### src/rtl/apb_regs_pkg.sv
package apb_regs_pkg;

    localparam int APB_ADDR_W = 4;
    localparam int APB_DATA_W = 32;
    localparam int COUNT_W    = 8;

    typedef logic [APB_ADDR_W-1:0] apb_addr_t;

    typedef logic [APB_DATA_W-1:0] apb_data_t;

    // wraps at 256
    typedef logic [COUNT_W-1:0] count_t;

    // register offsets
    localparam apb_addr_t ADDR_OPERAND = 4'h0;  // a in 7:0, b in 15:8
    localparam apb_addr_t ADDR_RESULT  = 4'h4;  // read only
    localparam apb_addr_t ADDR_COUNT   = 4'h8;  // read only

endpackage

### src/rtl/mult_pkg.sv
package mult_pkg;

    localparam int OPERAND_W = 8;
    localparam int PRODUCT_W = 2 * OPERAND_W;

    // two product bits leave the reduction finished
    localparam int RED_ROW_W = PRODUCT_W - 3;

    // one multiplicand
    typedef logic [OPERAND_W-1:0] operand_t;

    typedef logic [PRODUCT_W-1:0] product_t;

    // operand_b gated by one bit of operand_a
    typedef logic [OPERAND_W-1:0] pp_row_t;

    // rows into the final adder, weights 2 to 14
    typedef logic [RED_ROW_W-1:0] red_row_t;

endpackage
### src/rtl/apb_multiplier.sv
`timescale 1ns/1ps

module apb_multiplier import mult_pkg::*, apb_regs_pkg::*; (
    input  logic      clk,
    input  logic      reset,
    input  logic      psel,
    input  logic      penable,
    input  logic      pwrite,
    input  apb_addr_t paddr,
    input  apb_data_t pwdata,
    output apb_data_t prdata,
    output logic      pready,
    output logic      pslverr
);

    operand_t operand_a;
    operand_t operand_b;
    product_t product;  // combinational, registered in u_regs

    mult_apb_regs u_regs (
        .clk       (clk),
        .reset     (reset),
        .psel      (psel),
        .penable   (penable),
        .pwrite    (pwrite),
        .paddr     (paddr),
        .pwdata    (pwdata),
        .prdata    (prdata),
        .pready    (pready),
        .pslverr   (pslverr),
        .operand_a (operand_a),
        .operand_b (operand_b),
        .product   (product)
    );

    dadda_multiplier u_mult (
        .operand_a (operand_a),
        .operand_b (operand_b),
        .product   (product)
    );

endmodule

### src/rtl/mult_apb_regs.sv
`timescale 1ns/1ps

module mult_apb_regs import mult_pkg::*, apb_regs_pkg::*; (
    input  logic      clk,
    input  logic      reset,
    input  logic      psel,
    input  logic      penable,
    input  logic      pwrite,
    input  apb_addr_t paddr,
    input  apb_data_t pwdata,
    output apb_data_t prdata,
    output logic      pready,
    output logic      pslverr,
    output operand_t  operand_a,
    output operand_t  operand_b,
    input  product_t  product
);

    logic      access;
    logic      addr_hit;
    logic      addr_err;
    logic      write_err;
    logic      operand_wr;
    logic      load_pulse;  // product valid one edge after the write
    product_t  result_q;
    count_t    count_q;
    apb_data_t rd_mux;

    assign pready = 1'b1;  // no wait states
    assign access = psel & penable;

    assign addr_hit = (paddr == ADDR_OPERAND) || (paddr == ADDR_RESULT) ||
                      (paddr == ADDR_COUNT);
    assign addr_err  = (paddr[1:0] != 2'b00) || !addr_hit;
    assign write_err = pwrite && (paddr != ADDR_OPERAND);  // result, count read only

    assign pslverr    = access & (addr_err | write_err);
    assign operand_wr = access & pwrite & (paddr == ADDR_OPERAND);

    always_comb begin
        case (paddr)
            ADDR_OPERAND: rd_mux = apb_data_t'({operand_b, operand_a});
            ADDR_RESULT:  rd_mux = apb_data_t'(result_q);
            ADDR_COUNT:   rd_mux = apb_data_t'(count_q);
            default:      rd_mux = '0;
        endcase
    end

    assign prdata = (access && !pwrite) ? rd_mux : '0;

    always_ff @(posedge clk) begin
        if (reset) begin
            operand_a  <= '0;
            operand_b  <= '0;
            load_pulse <= 1'b0;
            result_q   <= '0;
            count_q    <= '0;
        end else begin
            load_pulse <= operand_wr;
            if (operand_wr) begin
                operand_a <= pwdata[OPERAND_W-1:0];
                operand_b <= pwdata[2*OPERAND_W-1:OPERAND_W];
            end
            if (load_pulse) begin
                result_q <= product;
                count_q  <= count_q + 1'b1;  // wraps
            end
        end
    end

endmodule

### src/rtl/dadda_multiplier.sv
`timescale 1ns/1ps

module dadda_multiplier import mult_pkg::*; (
    input  operand_t operand_a,
    input  operand_t operand_b,
    output product_t product
);

    pp_row_t    pp [OPERAND_W];
    logic [1:0] low_bits;   // product bits 1:0
    red_row_t   row_sum;
    red_row_t   row_carry;
    red_row_t   final_sum;
    logic       final_cout;

    // AND-gated partial products
    for (genvar i = 0; i < OPERAND_W; i++) begin : g_pp
        assign pp[i] = operand_b & {OPERAND_W{operand_a[i]}};
    end

    dadda_reduction u_red (
        .pp0       (pp[0]),
        .pp1       (pp[1]),
        .pp2       (pp[2]),
        .pp3       (pp[3]),
        .pp4       (pp[4]),
        .pp5       (pp[5]),
        .pp6       (pp[6]),
        .pp7       (pp[7]),
        .low_bits  (low_bits),
        .row_sum   (row_sum),
        .row_carry (row_carry)
    );

    kogge_stone_adder #(.WIDTH(RED_ROW_W)) u_final (
        .in1  (row_sum),
        .in2  (row_carry),
        .cin  (1'b0),
        .sum  (final_sum),
        .cout (final_cout)
    );

    assign product = {final_cout, final_sum, low_bits};  // carry out is bit 15

endmodule

### src/rtl/dadda_reduction.sv
`timescale 1ns/1ps

module dadda_reduction import mult_pkg::*; (
    input  pp_row_t    pp0,
    input  pp_row_t    pp1,
    input  pp_row_t    pp2,
    input  pp_row_t    pp3,
    input  pp_row_t    pp4,
    input  pp_row_t    pp5,
    input  pp_row_t    pp6,
    input  pp_row_t    pp7,
    output logic [1:0] low_bits,
    output red_row_t   row_sum,
    output red_row_t   row_carry
);

    logic [3:0] s1, s2, s3, s4, s5, s7, s8, s9;
    logic [1:0] s6;
    logic       c1, c2, c3, c4, c5, c6, c7, c8, c9;
    logic       ha_c;

    // full adders for columns 2 to 9, one per bit
    logic [7:0] fa_x;
    logic [7:0] fa_y;
    logic [7:0] fa_z;
    logic [7:0] fa_s;
    logic [7:0] fa_c;

    kogge_stone_adder #(.WIDTH(4)) u_ks1 (  // weights 6..9
        .in1 (pp2[7:4]), .in2 (pp3[6:3]), .cin (1'b0), .sum (s1), .cout (c1)
    );

    kogge_stone_adder #(.WIDTH(4)) u_ks2 (  // weights 5..8
        .in1 (pp4[4:1]), .in2 (pp5[3:0]), .cin (1'b0), .sum (s2), .cout (c2)
    );

    kogge_stone_adder #(.WIDTH(4)) u_ks3 (  // weights 7..10
        .in1 (pp6[4:1]), .in2 (pp7[3:0]), .cin (1'b0), .sum (s3), .cout (c3)
    );

    kogge_stone_adder #(.WIDTH(4)) u_ks4 (  // weights 3..6
        .in1 (pp0[6:3]), .in2 (pp1[5:2]), .cin (1'b0), .sum (s4), .cout (c4)
    );

    // weights 7..10, s3[0] folded in as carry
    kogge_stone_adder #(.WIDTH(4)) u_ks5 (
        .in1  ({pp3[7], pp4[5], pp1[7], pp0[7]}),
        .in2  ({pp4[6], pp5[4], s1[2], pp1[6]}),
        .cin  (s3[0]),
        .sum  (s5),
        .cout (c5)
    );

    kogge_stone_adder #(.WIDTH(2)) u_ks6 (  // weights 11..12
        .in1  ({pp5[7], pp4[7]}),
        .in2  ({pp6[6], pp5[6]}),
        .cin  (pp6[5]),
        .sum  (s6),
        .cout (c6)
    );

    kogge_stone_adder #(.WIDTH(4)) u_ks7 (  // weights 4..7
        .in1  ({s1[1], pp6[0], pp2[3:2]}),
        .in2  ({s2[2], s1[0], pp3[2:1]}),
        .cin  (1'b0),
        .sum  (s7),
        .cout (c7)
    );

    kogge_stone_adder #(.WIDTH(4)) u_ks8 (  // weights 8..11
        .in1  ({c3, pp5[5], s1[3], s2[3]}),
        .in2  ({pp7[4], c1, c2, s3[1]}),
        .cin  (1'b0),
        .sum  (s8),
        .cout (c8)
    );

    kogge_stone_adder #(.WIDTH(4)) u_ks9 (  // weights 10..13
        .in1  ({pp6[7], pp7[5], c5, s3[3]}),
        .in2  ({pp7[6], s6[1], s6[0], s5[3]}),
        .cin  (s8[2]),
        .sum  (s9),
        .cout (c9)
    );

    // column 1 needs only a half adder
    assign low_bits[0] = pp0[0];
    assign low_bits[1] = pp0[1] ^ pp1[0];
    assign ha_c        = pp0[1] & pp1[0];

    assign fa_x = {s3[2], s5[1], c4, s2[1], s2[0], pp4[0], pp2[1], pp0[2]};
    assign fa_y = {s5[2], c7, s5[0], s4[3], s4[2], s4[1], pp3[0], pp1[1]};
    assign fa_z = {s8[1], s8[0], s7[3], s7[2], s7[1], s7[0], s4[0], pp2[0]};

    assign fa_s = fa_x ^ fa_y ^ fa_z;
    assign fa_c = (fa_x & fa_y) | (fa_x & fa_z) | (fa_y & fa_z);

    // both rows start at weight 2
    assign row_sum   = {pp7[7], s9, fa_s};
    assign row_carry = {c9, c6, c8, s8[3], fa_c, ha_c};

endmodule

### src/rtl/kogge_stone_adder.sv
`timescale 1ns/1ps

module kogge_stone_adder #(
    parameter int WIDTH = 4
) (
    input  logic [WIDTH-1:0] in1,
    input  logic [WIDTH-1:0] in2,
    input  logic             cin,
    output logic [WIDTH-1:0] sum,
    output logic             cout
);

    // position 0 holds the carry in, operand bits sit at 1..WIDTH
    localparam int N      = WIDTH + 1;
    localparam int LEVELS = $clog2(N);

    logic [LEVELS:0][N-1:0] g;  // group generate per level
    logic [LEVELS:0][N-1:0] p;  // group propagate per level

    assign g[0] = {in1 & in2, cin};
    assign p[0] = {in1 ^ in2, 1'b0};

    for (genvar lvl = 0; lvl < LEVELS; lvl++) begin : g_level
        localparam int D = 1 << lvl;

        for (genvar i = 0; i < N; i++) begin : g_bit
            if (i < D) begin : g_pass
                // already resolved down to the carry in
                assign g[lvl+1][i] = g[lvl][i];
                assign p[lvl+1][i] = p[lvl][i];
            end else if (i < 2 * D) begin : g_gray
                // lower group reaches position 0, only g is needed
                assign g[lvl+1][i] = g[lvl][i] | (p[lvl][i] & g[lvl][i-D]);
                assign p[lvl+1][i] = 1'b0;
            end else begin : g_black
                assign g[lvl+1][i] = g[lvl][i] | (p[lvl][i] & g[lvl][i-D]);
                assign p[lvl+1][i] = p[lvl][i] & p[lvl][i-D];
            end
        end
    end

    // carry into bit i is the prefix generate of positions i..0
    assign sum  = p[0][N-1:1] ^ g[LEVELS][N-2:0];
    assign cout = g[LEVELS][N-1];

endmodule

### config.mk
export PLATFORM = sky130hd
export DESIGN_NAME = apb_multiplier
export DESIGN_NICKNAME = d
export VERILOG_FILES = /design/src/rtl/apb_regs_pkg.sv /design/src/rtl/mult_pkg.sv /design/src/rtl/apb_multiplier.sv /design/src/rtl/mult_apb_regs.sv /design/src/rtl/dadda_multiplier.sv /design/src/rtl/dadda_reduction.sv /design/src/rtl/kogge_stone_adder.sv
export SDC_FILE = /design/constraint.sdc
export NUM_CORES = 1
export LEC_CHECK = 0
export ABC_AREA = 1
export ABC_CLOCK_PERIOD_IN_PS = 5400
export BUFFER_PORTS_ARGS = -buffer_cell sky130_fd_sc_hd__buf_2
export CORE_ASPECT_RATIO = 0.7
export CORE_MARGIN = 3
export CORE_UTILIZATION = 58
export DETAILED_ROUTE_END_ITERATION = 10
export GPL_ROUTABILITY_DRIVEN = 0
export PLACE_DENSITY = 0.87
export SLEW_MARGIN = 0
export SYNTH_ARGS = -nofsm -noshare
export SYNTH_HDL_FRONTEND = slang
export SYNTH_SLANG_ARGS = --single-unit
### constraint.sdc
create_clock -name clk -period 5.4 [get_ports clk]
set_input_delay 0 -clock clk [delete_from_list [all_inputs] [get_ports clk]]
set_output_delay 0 -clock clk [all_outputs]
set_load 0.03 [all_outputs]
## Yosys cells after proc, flatten, opt, wreduce, memory -nomap -nowiden

Index checks and enable logic that the tools add are counted.

| storage, ports and cells | value |
|---|---|
| flip-flop bits (word level) | 41 |
| bits of input ports | 41 |
| word-level logic and storage cells | 290 |

| operators by class | value |
|---|---|
| bitwise gates (word level) | 270 |
| reductions and logical operators | 10 |
| equality and inequality tests | 2 |
| add/sub/neg operators | 1 |
| multiplexer cells | 2 |

Operators by type and width:

| cell | number |
|---|---|
| 1-bit AND | 137 |
| 8-bit AND | 11 |
| 1-bit OR | 87 |
| 4-bit bitwise XOR | 16 |
| 16-bit one-hot mux with 3 select lines | 1 |
| 4-bit AND | 8 |
| 13-bit bitwise XOR | 2 |
| 16-bit two-way mux | 1 |
| 8-bit OR | 2 |
| 8-bit bitwise XOR | 2 |
| 13-bit AND | 1 |
| 8-bit by 1-bit adder with 8-bit output, second input constant | 1 |
| 4-bit by 3-bit == test with 1-bit output, second input constant | 1 |
| 4-bit == test, second input constant | 1 |
| 4-bit zero test | 1 |
| 4-bit nonzero test | 1 |
| 2-bit bitwise XOR | 2 |
| 1-bit logical OR | 3 |
| 2-bit AND | 1 |
| 1-bit logical AND | 2 |
| 1-bit zero test | 2 |
| 2-bit nonzero test | 1 |
| 1-bit bitwise XOR | 1 |

## Logic depth before layout (Yosys ltp)

Gate-level depths: netlist of the first run.

| depth | value |
|---|---|
| depth after elaboration | 27 |
| depth in mapped cells | 29 |
| depth with buffers taken out | 28 |

## Hierarchy

A second synthesis of the first run with hierarchy kept.

| second synthesis, totals | value |
|---|---|
| cells, all modules | 888 |
| area, all modules | 5242.5 um^2 |

By module, submodules not included:

| module | area an instance (um^2) | instances | cells an instance |
|---|---|---|---|
| mult_apb_regs | 2159.6 | 1 | 333 |
| kogge_stone_adder (u_mult.u_red.u_ks1 ...) | 177.7 | 8 | 29 |
| kogge_stone_adder (u_mult.u_final) | 782.0 | 1 | 149 |
| dadda_multiplier | 571.8 | 1 | 146 |
| dadda_reduction | 221.5 | 1 | 16 |
| kogge_stone_adder (u_mult.u_red.u_ks6) | 86.3 | 1 | 12 |

## Least setup slack after synthesis of the first run

Ideal clock, no wire load.

| timing path | value |
|---|---|
| kind | flip-flop to flip-flop |
| start | register u_regs.operand_a[2] |
| end | register u_regs.result_q[13] |
| library setup time | 0.109 ns |
| data required time | 5.291 ns |
| period minus slack after synthesis | 4.111 ns |
| stages on the path, launching flop included | 29 |
| path buffers | 1 |
| arrival | 4.002 ns |
| slack | 1.289 ns |
| cells stage by stage | dfxtp_1 -> clkbuf_1 -> nand2_1 -> inv_1 -> ha_1 -> inv_1 -> fa_1 -> xnor2_1 -> ha_1 -> nand2_1 -> nor2_1 -> a211oi_1 -> nor2_1 -> nor2_1 -> o21bai_1 -> ha_1 -> nand2_1 -> o21ai_0 -> xnor2_1 -> inv_1 -> ha_1 -> nand2_1 -> inv_1 -> a21oi_1 -> nand3_1 -> nand2_1 -> nand3_1 -> nand2_1 -> inv_1 |

| on the way | value |
|---|---|
| longest elaborated chain between the ends | 23 |

Ends and longest elaborated chain:

| element | RTL line | text |
|---|---|---|
| start, declared | mult_apb_regs.sv:14 | `output operand_t operand_a,` |
| start signal, assigned | mult_apb_regs.sv:61 | `operand_a <= pwdata[OPERAND_W-1:0];` |
| 8-bit AND * | dadda_multiplier.sv:18 | `assign pp[i] = operand_b & {OPERAND_W{operand_a[i]}};` |
| 4-bit bitwise XOR or 4-bit AND (tied branches) | kogge_stone_adder.sv:21, kogge_stone_adder.sv:20 |  |
| 1-bit AND | kogge_stone_adder.sv:36 | `assign g[lvl+1][i] = g[lvl][i] \| (p[lvl][i] & g[lvl][i-D]);` |
| 1-bit OR | kogge_stone_adder.sv:36 |  |
| 4-bit bitwise XOR | kogge_stone_adder.sv:43 | `assign sum = p[0][N-1:1] ^ g[LEVELS][N-2:0];` |
| 4-bit bitwise XOR | kogge_stone_adder.sv:21 | `assign p[0] = {in1 ^ in2, 1'b0};` |
| 1-bit AND | kogge_stone_adder.sv:36 |  |
| 1-bit OR | kogge_stone_adder.sv:36 |  |
| (+6 left out) | - |  |
| 1-bit OR | kogge_stone_adder.sv:33 | `assign g[lvl+1][i] = g[lvl][i] \| (p[lvl][i] & g[lvl][i-D]);` |
| 4-bit bitwise XOR | kogge_stone_adder.sv:43 |  |
| 13-bit bitwise XOR | kogge_stone_adder.sv:21 |  |
| 1-bit AND, on equally long branches | kogge_stone_adder.sv:36, kogge_stone_adder.sv:37 |  |
| 1-bit OR (tied with other cells) (2 in a row) | kogge_stone_adder.sv:36 |  |
| 1-bit OR or 1-bit AND (tied branches) | kogge_stone_adder.sv:36, kogge_stone_adder.sv:33 |  |
| 1-bit OR | kogge_stone_adder.sv:33 |  |
| 13-bit bitwise XOR * | kogge_stone_adder.sv:43 |  |
| end signal, assigned | mult_apb_regs.sv:65 | `result_q <= product;` |
| end, declared | mult_apb_regs.sv:25 | `product_t result_q;` |

Mark *: on every way between the ends. The rest lies on a longest branch, timed or not.
A chain may end at the register's enable or synchronous reset.

## Worst setup path in the final report of the first run

| timing path | value |
|---|---|
| start | register u_regs.operand_a[3] |
| end | register u_regs.result_q[13] |

The elaborated chain is that of the path after synthesis.

==> flow_summary.yaml, run 1 <==
clock_tree:
  clk_latency_ns: 0.29
  num_cts_buffers: 5
  cts.path.max_buffers: 2
  cts_root_buffer: "clkbuf_16"
  cts_tree: "yes"
  clkSinkCount: 41
  clkTransAtPathRegs_ns: 0.06
  postCtsSetupRepairBufs: 0
  clock_tree.htree_level_count: 2
die:
  starting_density_pct: 61.52
  die_height_um: 80.86
  io_pins: 75
  chipWidth_um: 112.9
  core_area_um2: 7547
  dieArea_um2: 9132
  num_rows: 26
timing:
  measured_slew_at_the_worst_slew_check_pin_ns: 0.9497
  layout_min_cycle_time_ns: 4.764
  relSlewSlack_pct: 36.60
  min_period_over_period_pct: 88.22
  setup-tns-final_ns: 0
  finClkSkew_ns: 0.006863
  max_clock_freq_ghz: 0.2099
  timing_hold_violations_final: 0
  setup_viol: 0
  report.final.slew_viol_count: 0
  rsz0062_at_grt: "no"
  finalWorstSetupSlack_ns: 0.6362
layout:
  final_nets: 891
  antenna_cells: 0
  layout_cells_sized_above_1_pct: 7.152
  fillers: 624
  area_growth_syn_to_layout_pct: 10.05
placed_design:
  port_buffers: 41
  place_hpwl_mm: 9.250
  dp_slack_ns: 0.7346
min_path:
  hold_class: "input port to flip-flop"
logic_synthesis:
  synth.top_cells.by_count: "nand2_1 (197), inv_1 (162), nor2_1 (70)"
  synth_top_area_cells: "dfxtp_1 (18%), nand2_1 (16%), ha_1 (13%)"
  synth_ff_type: "dfxtp_1"
  synth_cell_type_count: 33
  synth.yosys.seq_area_share_pct: 17.68
  yosys_register_bits: 41
  synth_top_cell_by_area: "dfxtp_1"
  synth_area_per_cell_um2: 6.216
  most_instantiated_library_cell_after_synthesis: "nand2_1"
  synthDominantCellAreaShare_pct: 17.68
  synthesis.instances: 747
  synthesis.area_um2: 4643
  synth-edff-count: 0
  synthArstFlopShare_pct: 0
  synth_warnings: 0
global_routing:
  first_global_vias: 4323
  gr_usage_total_pct: 27.39
  grt_antenna_before_repair: 0
  grt_max_degree: 29
  overflow: 0
  global_route_wire_length_before_repair_mm: 20.02
routing:
  remaining_drc_errors: 0
  detail_route.first_pass.iterations: 7
  detail-route-antenna-nets: 0
  routed_wl_mm: 12.33
  wl_met2_mm: 5.488
  top_layer: "met4"
  drt-vias-per-instance: 5.257
  via_count: 4631
  detail_route.iter0.violations: 514
  wl_per_cell_um: 13.99
  met1Wirelength_mm: 5.473
  wl_met3_mm: 1.223
setup_path:
  critical_path_class: "flip-flop to flip-flop"
  crit_path_top_delay_cell: "dfxtp_1"
  path_buf_inv: 4
  cpMostUsedCell: "nand2_1"
  worst_setup_path_end_kind: "flip-flop"
  data_arrival_time_of_the_worst_path_ns: 4.95
  critical_path.top_delay_family: "adder cells"
  critPathMaxFanout: 10
  cp_data_required_time_ns: 5.58
  slowest_delay_ns: 0.64
  crit_path_start_kind: "flip-flop"
  reg2reg_setup_slack_ns: 0.64
power:
  internal_power_mw: 0.5357
  peakVddDrop_mv: 0.1749
  power_switching_share_pct: 22.87
  power_per_cell_area_nw_per_um2: 135.9
  power.clock.fraction_pct: 48.0
  power.share.sequential_pct: 44.3
  switching_power_mw: 0.1588
  cellLeakagePower_nw: 3.231
  logic_pwr_share_pct: 7.8
run:
  timing.max_cap.violations: 0
outcome:
  outcome: "finished, final reports clean"
## layer usage
metal | GRT usage [%] | vias to the layer above
li1 | - | 2300
met1 | 37.56 | 2116
met2 | 44.62 | 199
met3 | 5.287 | 16
met4 | 7.203 | 0
met5 | 0 | -
## registers in the layout, summed over array words and instances, names as in the netlist
register           cells
u_regs.operand_a       8
u_regs.count_q         8
u_regs.result_q       16
u_regs.load_pulse      1
u_regs.operand_b       8
## logic make-up (layout without fill, tap and decap cells)
group	count (synthesis)	after routing	share of synthesized area, %
and+or+nand+nor	321	321	28.51
other	2	17	0.1617
DFF	41	41	17.68
adders and majority gates	67	67	20.96
AOI/OAI and AO/OA	85	85	9.782
buffers and inverters	208	229	18.57
xor gates and xnor gates	23	23	4.338
## layout by cell type, fill, tap and decap left out, types with 11 or more instances in the layout
cell	count
conb_1	17
buf_2	41
nand3_1	37
inv_1	162
nor2_1	70
a21oi_1	39
dfxtp_1	41
fa_1	18
xor2_1	12
xnor2_1	11
o21ai_0	34
ha_1	49
dlygate4sd3_1	15
nand2_1	197
## final timing paths
kind / endpoint / startpoint / cells after the start
setup / recovery: u_regs.result_q[13]$_SDFFE_PP0P_ / u_regs.operand_a[3]$_SDFFE_PP0P_ / 26
setup reg to reg: u_regs.result_q[13]$_SDFFE_PP0P_ / u_regs.operand_a[3]$_SDFFE_PP0P_ / 26
hold reg to reg: u_regs.count_q[7]$_SDFFE_PP0P_ / u_regs.count_q[7]$_SDFFE_PP0P_ / 2
hold / removal: u_regs.operand_a[6]$_SDFFE_PP0P_ / pwdata[6] / 3
## cell type report
type | count | area [um2] | area share [%]
Sequential cell | 41 | 820.8 | 16.06
Clock inverter | 2 | 35.03 | 0.6856
Timing Repair Buffer | 59 | 377.9 | 7.395
Tap cell | 98 | 122.6 | 2.400
Clock buffer | 5 | 125.1 | 2.449
Multi-Input combinational cell | 513 | 3017 | 59.04
Inverter | 163 | 611.8 | 11.97
## power groups by stage
stage	sequential (mW)	combinational (mW)	clock (mW)
6_report	0.307	0.0540	0.333
5_1_grt	0.307	0.0576	0.347
4_1_cts	0.307	0.0523	0.334
3_5_place_dp	0.314	0.0439	0
3_3_place_gp	0.314	0.0427	0
2_1_floorplan	0.311	0.0415	0
## metrics by stage
step / utilization, % / instance area [um2] / hold WS (ns) / cells / total power [mW]
CTS: 67.71 / 5110 / 0.04943 / 881 / 0.6939
global placement: 63.59 / 4800 / 0.2251 / 859 / 0.3564
finish: 67.71 / 5110 / 0.05070 / 881 / 0.6945
floorplan: - / 4700 / 0.1349 / 762 / 0.3524
global route: 67.71 / 5110 / 0.09799 / 881 / 0.7122
detailed placement: 63.59 / 4800 / 0.2301 / 859 / 0.3578
## worst reg2reg max path, stage by stage, from the launching register on
cell      delay [ns]
dfxtp_1         0.64
nand2_1         0.10
inv_1           0.07
ha_1            0.15
inv_1           0.06
fa_1            0.40
xnor2_1         0.25
ha_1            0.32
nand2_1         0.08
nor2_1          0.04
a211oi_1        0.30
nor2_1          0.08
nor2_1          0.10
o21bai_1        0.08
ha_1            0.35
nand2_1         0.06
o21ai_0         0.29
xnor2_1         0.18
inv_1           0.06
ha_1            0.35
nand2_1         0.11
nor2_1          0.18
nand3_1         0.12
nand4_1         0.10
nand3_1         0.07
nand2_1         0.09
inv_1           0.04
## repair_timing
action | 4_1_cts | 5_1_grt
resized for setup | 0 | 0
hold buffers | 15 | 0
hold endpoints to repair | 15 | 0
(Power assumes the default switching activity.)
==> run 2: changes to the inputs <==
--- a/config.mk
+++ b/config.mk
@@ -5,7 +5,6 @@
 export SDC_FILE = /design/constraint.sdc
 export NUM_CORES = 1
 export LEC_CHECK = 0
-export ABC_AREA = 1
 export ABC_CLOCK_PERIOD_IN_PS = 5400
 export BUFFER_PORTS_ARGS = -buffer_cell sky130_fd_sc_hd__buf_2
 export CORE_ASPECT_RATIO = 0.7
==> flow_summary.yaml, run 2 <==
outcome:
  outcome: "finished, final reports clean"
global_routing:
  gr_usage_total_pct: 28.03
  global_route_wire_length_before_repair_mm: 18.89
  first_global_vias: 3855
  groute.layer.met2.usage_pct: 42.81
  overflow: 0
  grt_max_degree: 48
  gr-usage-met3_pct: 6.409
  grt_antenna_before_repair: 0
  grt_most_used_layer: "met2"
  met1_usage_pct: 39.83
power:
  power.total_mw: 0.5623
  cellLeakagePower_nw: 2.411
  peakVddDrop_mv: 0.1175
  power_per_cell_area_nw_per_um2: 117.0
die:
  io_pins: 75
  die_height_um: 78.63
  dieArea_um2: 8629
  core_area_um2: 7038
  chipWidth_um: 109.8
  num_rows: 25
  starting_density_pct: 62.10
logic_synthesis:
  synthesis.area_um2: 4370
  synth_top_family_by_area: "simple AND/OR/NAND/NOR gates"
  synthArstFlopShare_pct: 0
  yosys_register_bits: 41
  most_instantiated_library_cell_after_synthesis: "nand2_1"
  synth_top_area_cells: "dfxtp_1 (19%), ha_1 (14%), fa_1 (8.2%)"
  synth_area_per_cell_um2: 7.818
  yosys-mux-area-fraction_pct: 3.206
  post_synthesis_simple_gate_area_fraction_pct: 23.93
  synth_fa_ha_area_share_pct: 22.50
  synth_top_cell_by_area: "dfxtp_1"
  synth_ff_type: "dfxtp_1"
  synth-edff-count: 0
  synthDominantCellAreaShare_pct: 18.78
  synth_warnings: 0
  synth.yosys.seq_area_share_pct: 18.78
  synthXorXnorAreaFrac_pct: 5.210
  synth_cell_type_count: 51
  synth.top_cells.by_count: "nand2_1 (56), a21oi_1 (55), and2_1 (53)"
  synth_compound_area_share_pct: 16.95
  synthesis.instances: 559
timing:
  layout_min_cycle_time_ns: 4.872
  setup_viol: 0
  fin_worst_hold_slack_ns: 0.2927
  max_clock_freq_ghz: 0.2053
  measured_slew_at_the_worst_slew_check_pin_ns: 0.8532
  timing_hold_violations_final: 0
  report.final.slew_viol_count: 0
  finClkSkew_ns: 0.008928
  setup-tns-final_ns: 0
  rsz0062_at_grt: "no"
  min_period_over_period_pct: 90.22
  relSlewSlack_pct: 43.12
clock_tree:
  num_cts_buffers: 5
  clock_tree.htree_level_count: 2
  cts_root_buffer: "clkbuf_8"
  clk_latency_ns: 0.31
  cts.path.max_buffers: 2
  cts_tree: "yes"
  clkTransAtPathRegs_ns: 0.09
  clkSinkCount: 41
  postCtsSetupRepairBufs: 0
setup_path:
  slowest_delay_ns: 0.53
  critPathMaxFanout: 10
  crit_path_top_delay_cell: "dfxtp_1"
  data_arrival_time_of_the_worst_path_ns: 5.07
  critical_path.top_delay_family: "adder cells"
  worstRegToRegCells: 22
  regToRegStartpoint: "u_regs.operand_a[2]$_SDFFE_PP0P_"
  critical_path_class: "flip-flop to flip-flop"
  cp_data_required_time_ns: 5.59
  crit_path_start_kind: "flip-flop"
  reg2reg_setup_slack_ns: 0.53
  path_buf_inv: 3
  worst_setup_path_end_kind: "flip-flop"
  r2r-end: "u_regs.result_q[14]$_SDFFE_PP0P_"
  crit_path_cell_trace: "and2_1 > ha_1 > inv_1 > fa_1 > xnor2_1 > ha_1 > nor2b_1 > o21ai_0 > nand2b_1 > xor2_1 > inv_1 > fa_1 > inv_1 > a21o_1 > a21oi_1 > xnor2_1 > ha_1 > nand3_1 > nor2_1 > a211o_1 > or3_1 > o311ai_0"
routing:
  wl_per_cell_um: 16.51
  detail-route-antenna-nets: 0
  detail_route.first_pass.iterations: 5
  remaining_drc_errors: 0
  via_count: 4077
  routed_wl_mm: 11.49
  detail_route.iter0.violations: 321
  drt-vias-per-instance: 5.858
layout:
  layout_cells_sized_above_1_pct: 10.47
  area_growth_syn_to_layout_pct: 9.963
  seq_area_um2: 820.8
  layout.cell_area.non_filler_um2: 4806
  commonest_non_fill_non_tap_cell_in_the_layout: "nand2_1"
  most-common-layout-cells: "nand2_1 (56), a21oi_1 (55), and2_1 (53)"
  final_nets: 709
  fillers: 570
  multi_input_area_um2: 3202
  antenna_cells: 0
  regMostFlops: "u_regs.result_q"
  largest_register_ffs: 16
min_path:
  hold_path_startpoint: "reset"
  worst_hold_path.num_cells: 2
  holdPathEnd: "u_regs.count_q[0]$_SDFFE_PP0P_"
  hold_class: "input port to flip-flop"
placed_design:
  place_hpwl_mm: 8.308
  port_buffers: 41
  postPlaceCellArea_um2: 4559
run:
  timing.max_cap.violations: 0
-- run 2: cell types whose count changed after synthesis, moves of 8 or more --
cell	delta
a21o_1	+18
and2_1	+52
nor2_1	-27
nand3_1	-33
inv_1	-119
mux2i_1	+14
a22oi_1	+8
nand2_1	-141
o21ai_0	-17
a21oi_1	+16
nand2b_1	+10
-- run 2: per-layer routing --
| metal | wire (um) | part of all wire [%] |
|---|---|---|
| met5 | 0 | 0 |
| met1 | 4944 | 43 |
| met2 | 5010 | 44 |
| met3 | 1285 | 11 |
| met4 | 255 | 2.2 |
-- run 2: final cells by class --
type / instances / area share, %
Timing Repair Buffer: 64 / 8.696
Clock buffer: 5 / 1.432
Sequential cell: 41 / 17.08
Clock inverter: 3 / 0.3645
Tap cell: 94 / 2.447
Multi-Input combinational cell: 446 / 66.62
Inverter: 43 / 3.359
-- run 2: worst max-delay path by stage --
| stage | startpoint | cells past startpoint | to | slack, ns |
|---|---|---|---|---|
| 2_1_floorplan | u_regs.operand_a[2]$_SDFFE_PP0P_ | 23 | u_regs.result_q[14]$_SDFFE_PP0P_ | 1.08 |
| 3_3_place_gp | u_regs.operand_a[2]$_SDFFE_PP0P_ | 22 | u_regs.result_q[14]$_SDFFE_PP0P_ | 0.71 |
| 3_5_place_dp | u_regs.operand_a[2]$_SDFFE_PP0P_ | 22 | u_regs.result_q[14]$_SDFFE_PP0P_ | 0.59 |
| 4_1_cts | u_regs.operand_a[2]$_SDFFE_PP0P_ | 22 | u_regs.result_q[14]$_SDFFE_PP0P_ | 0.57 |
| 5_1_grt | u_regs.operand_a[2]$_SDFFE_PP0P_ | 22 | u_regs.result_q[14]$_SDFFE_PP0P_ | 0.21 |
| 6_report | u_regs.operand_a[2]$_SDFFE_PP0P_ | 22 | u_regs.result_q[14]$_SDFFE_PP0P_ | 0.53 |
-- run 2: metrics by stage --
step           util (%)  setup slack [ns]  std cells
5_1_grt           68.28            0.2125        696
4_1_cts           68.28            0.5694        696
2_1_floorplan         -             1.082        574
6_report          68.28            0.5283        696
3_3_place_gp      64.78            0.7062        672
3_5_place_dp      64.78            0.5942        672
-- run 2: logic make-up (layout without fill, tap and decap cells) --
| logic type | after synthesis | count (layout) |
|---|---|---|
| AOI/OAI and AO/OA | 120 | 120 |
| muxes | 14 | 14 |
| xor gates and xnor gates | 26 | 26 |
| buffers and inverters | 87 | 115 |
| adders and majority gates | 68 | 68 |
| other | 2 | 17 |
| and+or+nand+nor | 201 | 201 |
| DFF | 41 | 41 |
-- run 2: power by group --
part           internal, mW  switching (mW)
clock                0.0893           0.113
combinational        0.0183          0.0375
sequential            0.303         0.00128
-- run 2: what timing repair did --
action | 4_1_cts | 5_1_grt
hold endpoints to repair | 16 | 0
hold buffers | 16 | 0
gates resized for setup | 0 | 0
